<file path="config.mk">
export PLATFORM = sky130hd
export DESIGN_NAME = synctimer_top
export DESIGN_NICKNAME = d
export VERILOG_FILES = /design/src/design/synctimer_pkg.sv /design/src/design/synctimer_timer.sv /design/src/design/synctimer_error_calc.sv /design/src/design/synctimer_loop_filter.sv /design/src/design/synctimer_divider.sv /design/src/design/synctimer_adjust_gen.sv /design/src/design/synctimer_top.sv
export SDC_FILE = /design/constraint.sdc
export NUM_CORES = 2
export LEC_CHECK = 0
export BUFFER_PORTS_ARGS = -buffer_cell sky130_fd_sc_hd__buf_2
export CORE_MARGIN = 5
export CORE_UTILIZATION = 35
export CTS_CLUSTER_SIZE = 25
export DETAILED_ROUTE_END_ITERATION = 8
export HOLD_SLACK_MARGIN = 0.02
export SLEW_MARGIN = 30
export SYNTH_ARGS = -nofsm -noshare
export SYNTH_HDL_FRONTEND = slang
export SYNTH_HIERARCHICAL = 1
export SYNTH_SLANG_ARGS = --single-unit
export TNS_END_PERCENT = 50
</file>
<file path="constraint.sdc">
create_clock -name clk -period 7.4 [get_ports clk]
set_input_delay 0 -clock clk [delete_from_list [all_inputs] [get_ports clk]]
set_output_delay 0 -clock clk [all_outputs]
set_load 0.02 [all_outputs]
</file>
<file path="src/design/synctimer_pkg.sv">
// widths, fixed-point constants, filter gains, timer step, shared types and divider states
package synctimer_pkg;

    localparam int unsigned TIMER_WIDTH   = 64;
    localparam int unsigned CALC_WIDTH    = 32; // low part of the time used in arithmetic
    localparam int unsigned COUNTER_WIDTH = 32;
    localparam int unsigned ERROR_WIDTH   = 32;
    localparam int unsigned ERROR_Q       = 8;  // fraction bits of the errors
    localparam int unsigned ADJUST_Q      = 8;  // fraction bits of the nudge period
    localparam int unsigned ADJUST_WIDTH  = COUNTER_WIDTH + ERROR_Q;
    localparam int unsigned QUOT_WIDTH    = ADJUST_WIDTH + ADJUST_Q;
    localparam int unsigned DIV_CNT_WIDTH = $clog2(QUOT_WIDTH);

    // gains as right shifts, 1/2^n
    localparam int unsigned PHASE_LPF_GAIN  = 4;
    localparam int unsigned PERIOD_LPF_GAIN = 4;

    localparam int unsigned TIMER_STEP = 10; // time units per clock

    typedef logic [TIMER_WIDTH-1:0]                    timer_t;
    typedef logic [CALC_WIDTH-1:0]                     calc_t;
    typedef logic signed [ERROR_WIDTH-1:0]             phase_t;
    typedef logic signed [ERROR_WIDTH+ERROR_Q-1:0]     error_t;
    typedef logic [ERROR_WIDTH+ERROR_Q-1:0]            error_u_t;
    typedef logic [COUNTER_WIDTH+ADJUST_Q-1:0]         count_q_t;
    typedef logic [QUOT_WIDTH-1:0]                     adjust_t;

    // one cycle in nudge-period fixed point
    localparam adjust_t ADJ_STEP = adjust_t'(1) << ADJUST_Q;

    typedef enum logic [1:0] {
        DIV_IDLE,
        DIV_BUSY,
        DIV_DONE
    } div_state_e;

    // integer time difference to error fixed point
    function automatic error_t to_error(input phase_t value);
        return error_t'(value) <<< ERROR_Q;
    endfunction

endpackage

</file>
<file path="src/design/synctimer_timer.sv">
// disciplined local timer with override load and single-unit nudges
`timescale 1ns/1ps

module synctimer_timer (
    input  logic                  clk,
    input  logic                  reset,
    input  synctimer_pkg::timer_t correct_time,
    input  logic                  correct_valid,
    input  logic                  correct_override,
    input  logic                  adjust_valid,
    input  logic                  adjust_sign,
    output synctimer_pkg::timer_t current_time
);

    import synctimer_pkg::*;

    timer_t step;
    logic   load;

    assign load = correct_valid && correct_override;

    // nominal step, one more or one less on a nudge
    always_comb begin
        step = timer_t'(TIMER_STEP);
        if (adjust_valid) begin
            if (adjust_sign) begin
                step = timer_t'(TIMER_STEP - 1); // slow down
            end else begin
                step = timer_t'(TIMER_STEP + 1);
            end
        end
    end

    always_ff @(posedge clk) begin
        if (reset) begin
            current_time <= '0;
        end else if (load) begin
            current_time <= correct_time;
        end else begin
            current_time <= current_time + step;
        end
    end

endmodule

</file>
<file path="src/design/synctimer_error_calc.sv">
// phase and period error measurement, pipeline stages 0 and 1
`timescale 1ns/1ps

module synctimer_error_calc (
    input  logic                  clk,
    input  logic                  reset,
    input  synctimer_pkg::timer_t local_time,
    input  synctimer_pkg::timer_t correct_time,
    input  logic                  correct_valid,
    input  logic                  correct_override,
    output synctimer_pkg::error_t phase_error,
    output synctimer_pkg::error_t period_error,
    output logic                  err_valid,
    output logic                  first_clear
);

    import synctimer_pkg::*;

    calc_t  local_calc;
    calc_t  correct_calc;
    logic   override;

    calc_t  st0_prev_local;
    calc_t  st0_prev_correct;
    calc_t  st0_local_period;
    calc_t  st0_correct_period;
    phase_t st0_phase;
    logic   st0_first;
    logic   st0_valid;
    logic   st0_override;

    assign local_calc   = calc_t'(local_time);
    assign correct_calc = calc_t'(correct_time);
    assign override     = correct_valid && correct_override;

    // stage 0
    always_ff @(posedge clk) begin
        if (reset) begin
            st0_first    <= 1'b1;
            st0_valid    <= 1'b0;
            st0_override <= 1'b0;
        end else begin
            st0_valid    <= correct_valid && !(st0_first || correct_override);
            st0_override <= override;
            if (correct_valid) begin
                st0_first <= correct_override; // periods are meaningless right after a load
            end
        end
    end

    always_ff @(posedge clk) begin
        if (correct_valid) begin
            st0_prev_local     <= local_calc;
            st0_prev_correct   <= correct_calc;
            st0_local_period   <= local_calc - st0_prev_local;
            st0_correct_period <= correct_calc - st0_prev_correct;
            st0_phase          <= phase_t'(correct_calc - local_calc);
        end
    end

    // stage 1
    always_ff @(posedge clk) begin
        if (reset) begin
            err_valid   <= 1'b0;
            first_clear <= 1'b0;
        end else begin
            err_valid   <= st0_valid;
            first_clear <= st0_override;
        end
    end

    always_ff @(posedge clk) begin
        if (st0_valid) begin
            phase_error  <= to_error(st0_phase);
            period_error <= to_error(phase_t'(st0_correct_period - st0_local_period));
        end
    end

endmodule

</file>
<file path="src/design/synctimer_loop_filter.sv">
// phase low-pass with clamp, period integrator, sum and sign/magnitude split
`timescale 1ns/1ps

module synctimer_loop_filter (
    input  logic                    clk,
    input  logic                    reset,
    input  synctimer_pkg::phase_t   phase_min,
    input  synctimer_pkg::phase_t   phase_max,
    input  synctimer_pkg::error_t   phase_error,
    input  synctimer_pkg::error_t   period_error,
    input  logic                    err_valid,
    input  logic                    first_clear,
    input  logic                    div_in_ready,
    output synctimer_pkg::count_q_t dividend,
    output synctimer_pkg::error_u_t divisor,
    output logic                    div_in_valid,
    output logic                    adj_sign,
    output logic                    adj_zero
);

    import synctimer_pkg::*;

    error_t phase_lo;
    error_t phase_hi;
    error_t phase_corr;
    error_t period_corr;
    error_t phase_clamped;

    error_t phase_adj;
    error_t period_adj;
    logic   st2_valid;
    error_t st3_sum;
    logic   st3_valid;

    logic [COUNTER_WIDTH-1:0] cycle_cnt;
    logic                     held_sign;
    logic                     held_zero;

    assign phase_lo = to_error(phase_min);
    assign phase_hi = to_error(phase_max);

    // local period already holds the last phase correction, take it back out
    assign phase_corr  = phase_error - period_error;
    assign period_corr = period_error + phase_adj;

    always_comb begin
        phase_clamped = phase_corr;
        if (phase_corr <= phase_lo) phase_clamped = phase_lo;
        if (phase_corr >= phase_hi) phase_clamped = phase_hi;
    end

    // stage 2 low-pass and integrator
    always_ff @(posedge clk) begin
        if (reset) begin
            phase_adj  <= '0;
            period_adj <= '0;
            st2_valid  <= 1'b0;
        end else begin
            st2_valid <= err_valid;
            if (first_clear) begin
                phase_adj  <= '0;
                period_adj <= '0;
            end else if (err_valid) begin
                phase_adj  <= phase_clamped >>> PHASE_LPF_GAIN;
                period_adj <= period_adj + (period_corr >>> PERIOD_LPF_GAIN);
            end
        end
    end

    // stage 3
    always_ff @(posedge clk) begin
        if (reset) begin
            st3_valid <= 1'b0;
        end else begin
            st3_valid <= st2_valid;
        end
    end

    always_ff @(posedge clk) begin
        st3_sum <= period_adj + phase_adj;
    end

    // stage 4, held until the divider takes it
    always_ff @(posedge clk) begin
        if (reset) begin
            cycle_cnt    <= '0;
            div_in_valid <= 1'b0;
            adj_sign     <= 1'b0;
            adj_zero     <= 1'b1;
        end else begin
            cycle_cnt <= st3_valid ? COUNTER_WIDTH'(1) : cycle_cnt + 1'b1;
            if (div_in_valid && div_in_ready) begin
                div_in_valid <= 1'b0;
                adj_sign     <= held_sign; // goes with the quotient now in flight
                adj_zero     <= held_zero;
            end
            if (st3_valid) div_in_valid <= 1'b1;
            if (first_clear) adj_zero <= 1'b1;
        end
    end

    always_ff @(posedge clk) begin
        if (st3_valid) begin
            held_sign <= st3_sum < 0;
            held_zero <= st3_sum == 0;
            divisor   <= error_u_t'((st3_sum < 0) ? -st3_sum : st3_sum);
            dividend  <= count_q_t'(cycle_cnt) << (ERROR_Q + ADJUST_Q);
        end
    end

endmodule

</file>
<file path="src/design/synctimer_divider.sv">
// multicycle restoring unsigned divider, one quotient bit per cycle
`timescale 1ns/1ps

module synctimer_divider (
    input  logic                    clk,
    input  logic                    reset,
    input  synctimer_pkg::count_q_t dividend,
    input  synctimer_pkg::error_u_t divisor,
    input  logic                    in_valid,
    output logic                    in_ready,
    output synctimer_pkg::adjust_t  quotient,
    output logic                    out_valid
);

    import synctimer_pkg::*;

    div_state_e               state;
    adjust_t                  shift_q; // dividend bits leave at the top, quotient enters below
    error_u_t                 rem;
    error_u_t                 den;
    logic [DIV_CNT_WIDTH-1:0] cnt;
    logic [$bits(error_u_t):0] trial;
    logic                     take;

    assign trial     = {rem, shift_q[QUOT_WIDTH-1]};
    assign take      = trial >= {1'b0, den}; // zero divisor always takes, so all ones
    assign in_ready  = (state != DIV_BUSY);
    assign out_valid = (state == DIV_DONE);
    assign quotient  = shift_q;

    always_ff @(posedge clk) begin
        if (reset) begin
            state <= DIV_IDLE;
        end else begin
            case (state)
                DIV_BUSY: begin
                    if (cnt == DIV_CNT_WIDTH'(QUOT_WIDTH - 1)) state <= DIV_DONE;
                end
                default: begin
                    state <= in_valid ? DIV_BUSY : DIV_IDLE;
                end
            endcase
        end
    end

    always_ff @(posedge clk) begin
        if (in_valid && in_ready) begin
            shift_q <= adjust_t'(dividend);
            rem     <= '0;
            den     <= divisor;
            cnt     <= '0;
        end else if (state == DIV_BUSY) begin
            shift_q <= {shift_q[QUOT_WIDTH-2:0], take};
            if (take) begin
                rem <= error_u_t'(trial - {1'b0, den});
            end else begin
                rem <= error_u_t'(trial);
            end
            cnt <= cnt + 1'b1;
        end
    end

endmodule

</file>
<file path="src/design/synctimer_adjust_gen.sv">
// nudge period update and paced nudge pulse generation
`timescale 1ns/1ps

module synctimer_adjust_gen (
    input  logic                   clk,
    input  logic                   reset,
    input  synctimer_pkg::adjust_t quotient,
    input  logic                   quot_valid,
    input  logic                   adj_sign,
    input  logic                   adj_zero,
    output logic                   adjust_valid,
    output logic                   adjust_sign
);

    import synctimer_pkg::*;

    adjust_t pend_period;
    logic    pend_sign;
    logic    pend_zero;
    logic    pend_valid;

    adjust_t run_period;
    adjust_t acc;
    logic    run_sign;
    logic    run_zero;
    logic    hit;

    assign hit = acc >= run_period;

    // pending parameters, adopted at the next expiry
    always_ff @(posedge clk) begin
        if (reset) begin
            pend_valid <= 1'b0;
        end else if (quot_valid) begin
            pend_valid <= 1'b1;
        end else if (hit) begin
            pend_valid <= 1'b0;
        end
    end

    always_ff @(posedge clk) begin
        if (quot_valid) begin
            pend_sign <= adj_sign;
            pend_zero <= adj_zero;
            // hit cycle itself adds no step, so one step comes off here
            if (adj_zero || quotient <= ADJ_STEP) begin
                pend_period <= '0;
            end else begin
                pend_period <= quotient - ADJ_STEP;
            end
        end
    end

    always_ff @(posedge clk) begin
        if (reset) begin
            acc          <= '0;
            run_period   <= '0;
            run_sign     <= 1'b0;
            run_zero     <= 1'b1;
            adjust_valid <= 1'b0;
            adjust_sign  <= 1'b0;
        end else begin
            adjust_valid <= hit && !run_zero;
            adjust_sign  <= run_sign;
            if (hit) begin
                if (pend_valid) begin
                    run_period <= pend_period;
                    run_sign   <= pend_sign;
                    run_zero   <= pend_zero;
                    acc        <= '0;
                end else begin
                    acc <= acc - run_period; // keep the fraction
                end
            end else begin
                acc <= acc + ADJ_STEP;
            end
        end
    end

endmodule

</file>
<file path="src/design/synctimer_top.sv">
// time-sync subsystem top, chains timer, error, filter, divider and nudge stages
`timescale 1ns/1ps

module synctimer_top (
    input  logic                  clk,
    input  logic                  reset,
    input  synctimer_pkg::phase_t phase_min,
    input  synctimer_pkg::phase_t phase_max,
    input  synctimer_pkg::timer_t correct_time,
    input  logic                  correct_valid,
    input  logic                  correct_override,
    output synctimer_pkg::timer_t current_time,
    output logic                  adjust_valid,
    output logic                  adjust_sign
);

    import synctimer_pkg::*;

    error_t   phase_error;
    error_t   period_error;
    logic     err_valid;
    logic     first_clear;
    count_q_t dividend;
    error_u_t divisor;
    logic     div_in_valid;
    logic     div_in_ready;
    logic     adj_sign;
    logic     adj_zero;
    adjust_t  quotient;
    logic     quot_valid;

    synctimer_timer timer_i (
        .clk              (clk),
        .reset            (reset),
        .correct_time     (correct_time),
        .correct_valid    (correct_valid),
        .correct_override (correct_override),
        .adjust_valid     (adjust_valid),
        .adjust_sign      (adjust_sign),
        .current_time     (current_time)
    );

    synctimer_error_calc error_calc_i (
        .clk              (clk),
        .reset            (reset),
        .local_time       (current_time),
        .correct_time     (correct_time),
        .correct_valid    (correct_valid),
        .correct_override (correct_override),
        .phase_error      (phase_error),
        .period_error     (period_error),
        .err_valid        (err_valid),
        .first_clear      (first_clear)
    );

    synctimer_loop_filter loop_filter_i (
        .clk          (clk),
        .reset        (reset),
        .phase_min    (phase_min),
        .phase_max    (phase_max),
        .phase_error  (phase_error),
        .period_error (period_error),
        .err_valid    (err_valid),
        .first_clear  (first_clear),
        .div_in_ready (div_in_ready),
        .dividend     (dividend),
        .divisor      (divisor),
        .div_in_valid (div_in_valid),
        .adj_sign     (adj_sign),
        .adj_zero     (adj_zero)
    );

    synctimer_divider divider_i (
        .clk       (clk),
        .reset     (reset),
        .dividend  (dividend),
        .divisor   (divisor),
        .in_valid  (div_in_valid),
        .in_ready  (div_in_ready),
        .quotient  (quotient),
        .out_valid (quot_valid)
    );

    synctimer_adjust_gen adjust_gen_i (
        .clk          (clk),
        .reset        (reset),
        .quotient     (quotient),
        .quot_valid   (quot_valid),
        .adj_sign     (adj_sign),
        .adj_zero     (adj_zero),
        .adjust_valid (adjust_valid),
        .adjust_sign  (adjust_sign)
    );

endmodule

</file>
==> results.cfg <==
[sta]
slew_headroom = 0.281
worst_pin_slew_ns = 1.06
rsz0062_at_grt = no
setup_tns_ns = 0
slew_viol_final = 0
fmaxAchievable_ghz = 0.147
fin_crit_ns = 6.80
fin_crit_sh = 0.919
setup_viol = 0
setup_slack_ns = 0.599
skew_ns = 0.0293
final_hold_viol_count = 0

[clock_tree]
cts.clk_slew.worst_paths_ns = 0.06
clkLatencyLatePin_ns = 0.69
cts_tree = done
clock-sinks = 791
root_buffer = clkbuf_16
cts_buffer_depth = 3
cts_buffers = 93
postCtsSetupRepairBufs = 0
htree_levels = 3

[critical_path]
path_max_fanout = 14
path_class = flip-flop to flip-flop
worstPathArrival_ns = 7.38
slowest_stage = dlygate4sd3_1
worstPathRequired_ns = 7.98
cp_top_family = compound AO/OA/AOI/OAI gates
crit_path_end_kind = flip-flop
startpoint_type = flip-flop
path_buf_inv = 3
critPathMaxStageDelay_ns = 0.56
worstPathCellList = inv_1, ha_1, nand2_1, or3_1, nor3_1, o21ai_0, a2111oi_2, o211ai_1, a31oi_1, a221oi_1, xnor2_1, ha_1, nand4_1, nor4_1, o311a_1, a211oi_1, mux2_2, nand2_1, buf_4, nor2_1, o311a_1, dlygate4sd3_1, o21a_1

[floorplanning]
core_region_area_um2 = 151000
start_util = 0.351
die_w_um = 400
die_h_um = 400
dieArea_um2 = 160000
io_pins = 198
fp-row-count = 143

[place]
dp_hpwl_mm = 116
numPortBuffers = 197
preCtsSetupSlack_ns = 0.850
place_congestion = 0.964

[yosys]
synth.area.top_cells = edfxtp_1, dfxtp_1, ha_1
synth_top_family_by_area = compound AO/OA/AOI/OAI gates
synth.distinct_cells = 111
synth_top_area_share = 0.237
synthMuxAreaShare = 0.0219
yosys.area_share.adder = 0.107
synth-compound-area-share = 0.198
async_reset_ff_frac = 0
ys_seq_elements = 791
synth-seq-area-share = 0.377
synth_xor_area_frac = 0.0763
avgSynthCellArea_um2 = 8.93
synthesis.area_um2 = 53100
synth-edff-count = 420
synthSimpleGateAreaFrac = 0.165
netlist_instances = 5951
yosys.area.top_type = edfxtp_1
yosysWarningCount = 6
synthFlopType = edfxtp_1

[routing]
firstDrtPassIters = 6
wl_mm = 151
drc = 0
first_iter_violations = 2881
viasPerCell = 5.35
detail-route-antenna-nets = 0
wl_per_cell_um = 18.2
vias = 44500

[layout]
nets = 6781
most-common-layout-cells = nand2_1, a21oi_1, nor2_1, inv_1, ha_1
final_common_cell = nand2_1
multi_input_area_um2 = 30400
seq_area_um2 = 20000
drive_gt1_frac = 0.0858
nFillCells = 15300
synthToLayoutAreaGrowth_pct = 14.0

[power]
leakage_nw = 24.9
max-vdd-ir-drop_mv = 0.287
powerDensity_nw_per_um2 = 242
power.total_mw = 14.7

[grt]
grt_use_total = 0.184
grt_max_degree = 107
grt_pass1_wl_mm = 235
grt_pass1_vias = 42900
antenna_found_initial = 27
overflow = 0

[min_path]
hp-class = input pin to flip-flop

[status]
status = finished, final reports clean

[flow_run]
drv_cap = 0
synthesized netlist by cell type, drive strengths merged (50+ instances only):
cell,number
o31ai,55
clkbuf,168
a311oi,50
o21a,59
a21o,179
a31oi,53
nand4,106
nand3,138
buf,84
a211oi,79
nand2,521
inv,455
ha,439
dfxtp,371
and3,64
mux2i,62
edfxtp,420
nor2,471
xor2,170
xnor2,293
o21ai,337
nand2b,57
a21oi,498
nor2b,76
nor3,132
o21bai,58
report_power, final:
part           leakage [nW]  switching, mW  internal, mW  total, mW
sequential             6.93          0.243          5.00       5.24
combinational          16.5           2.86          1.89       4.75
clock                  1.53           1.91          2.79       4.70
total                  24.9           5.02          9.67       14.7
routing by layer:
metal	track usage	vias up	share of wire
met5	0	-	0.00027
met2	0.298	1152	0.44
met1	0.251	21100	0.46
met3	0.0264	226	0.059
li1	-	22000	-
met4	0.0630	6	0.033
area by class of cell:
class / instances / share of cell area
inverters: 455 / 0.0282
multi-input cells: 4482 / 0.502
repair buffers: 377 / 0.0449
flip-flops and latches: 791 / 0.331
clock inverters: 44 / 0.00795
clock buffers: 131 / 0.0442
diodes: 12 / 0.000495
well taps: 2030 / 0.0419
sequential cells by signal, indices dropped and copies added (netlist names), 36 cells and up:
register	cells
adjust_gen_i/acc	48
adjust_gen_i/pend_period	48
adjust_gen_i/run_period	48
divider_i/den	40
divider_i/quotient	48
divider_i/rem	40
loop_filter_i/divisor	40
loop_filter_i/period_adj	40
loop_filter_i/phase_adj	36
loop_filter_i/st3_sum	40
timer_i/current_time	64
worst paths after layout:
path,start,slack (ns),depth (start not counted),endpoint
worst max-delay path,error_calc_i/period_error[10],0.60,23,loop_filter_i/phase_adj[4]
worst min-delay path,correct_time[13],0.11,2,error_calc_i/st0_prev_correct[13]
worst max register to register,error_calc_i/period_error[10],0.60,23,loop_filter_i/phase_adj[4]
worst min register to register,loop_filter_i/divisor[10],0.41,0,divider_i/den[10]
worst reg2reg max path, stage by stage (launching register included):
cell	delay [ns]
edfxtp_1	0.36
inv_1	0.05
ha_1	0.36
nand2_1	0.09
or3_1	0.39
nor3_1	0.27
o21ai_0	0.21
a2111oi_2	0.50
o211ai_1	0.23
a31oi_1	0.39
a221oi_1	0.16
xnor2_1	0.34
ha_1	0.32
nand4_1	0.17
nor4_1	0.10
o311a_1	0.11
a211oi_1	0.38
mux2_2	0.40
nand2_1	0.49
buf_4	0.26
nor2_1	0.05
o311a_1	0.34
dlygate4sd3_1	0.56
o21a_1	0.18
cells by family (layout without fill, tap and decap cells):
group                    count (synthesis)  in the layout
flip-flops                             791            791
XOR/XNOR                               463            463
AO/OA/AOI/OAI                         1624           1624
adder cells (fa/ha/maj)                449            449
other                                    2             44
AND/OR/NAND/NOR                       1804           1804
buffers and inverters                  708           1007
multiplexers                           110            110
metrics by stage:
| step | cell area, µm² | hold slack, ns | cells | utilization |
|---|---|---|---|---|
| global route | 60600 | 0.0996 | 8310 | 0.400 |
| global placement | 56000 | 0.252 | 7996 | 0.370 |
| CTS | 60500 | 0.0538 | 8310 | 0.400 |
| floorplan | 53300 | 0.0667 | 5981 | - |
| detailed placement | 56000 | 0.253 | 7997 | 0.370 |
| finish | 60600 | 0.110 | 8322 | 0.400 |
what timing repair did:
| item | in CTS | in global routing |
|---|---|---|
| hold endpoints to repair | 232 | 0 |
| resized for setup | 0 | 4 |
| hold buffers | 138 | 0 |
| setup endpoints to repair | 0 | 29 |
Note: power is estimated with default switching activity, not from simulation.
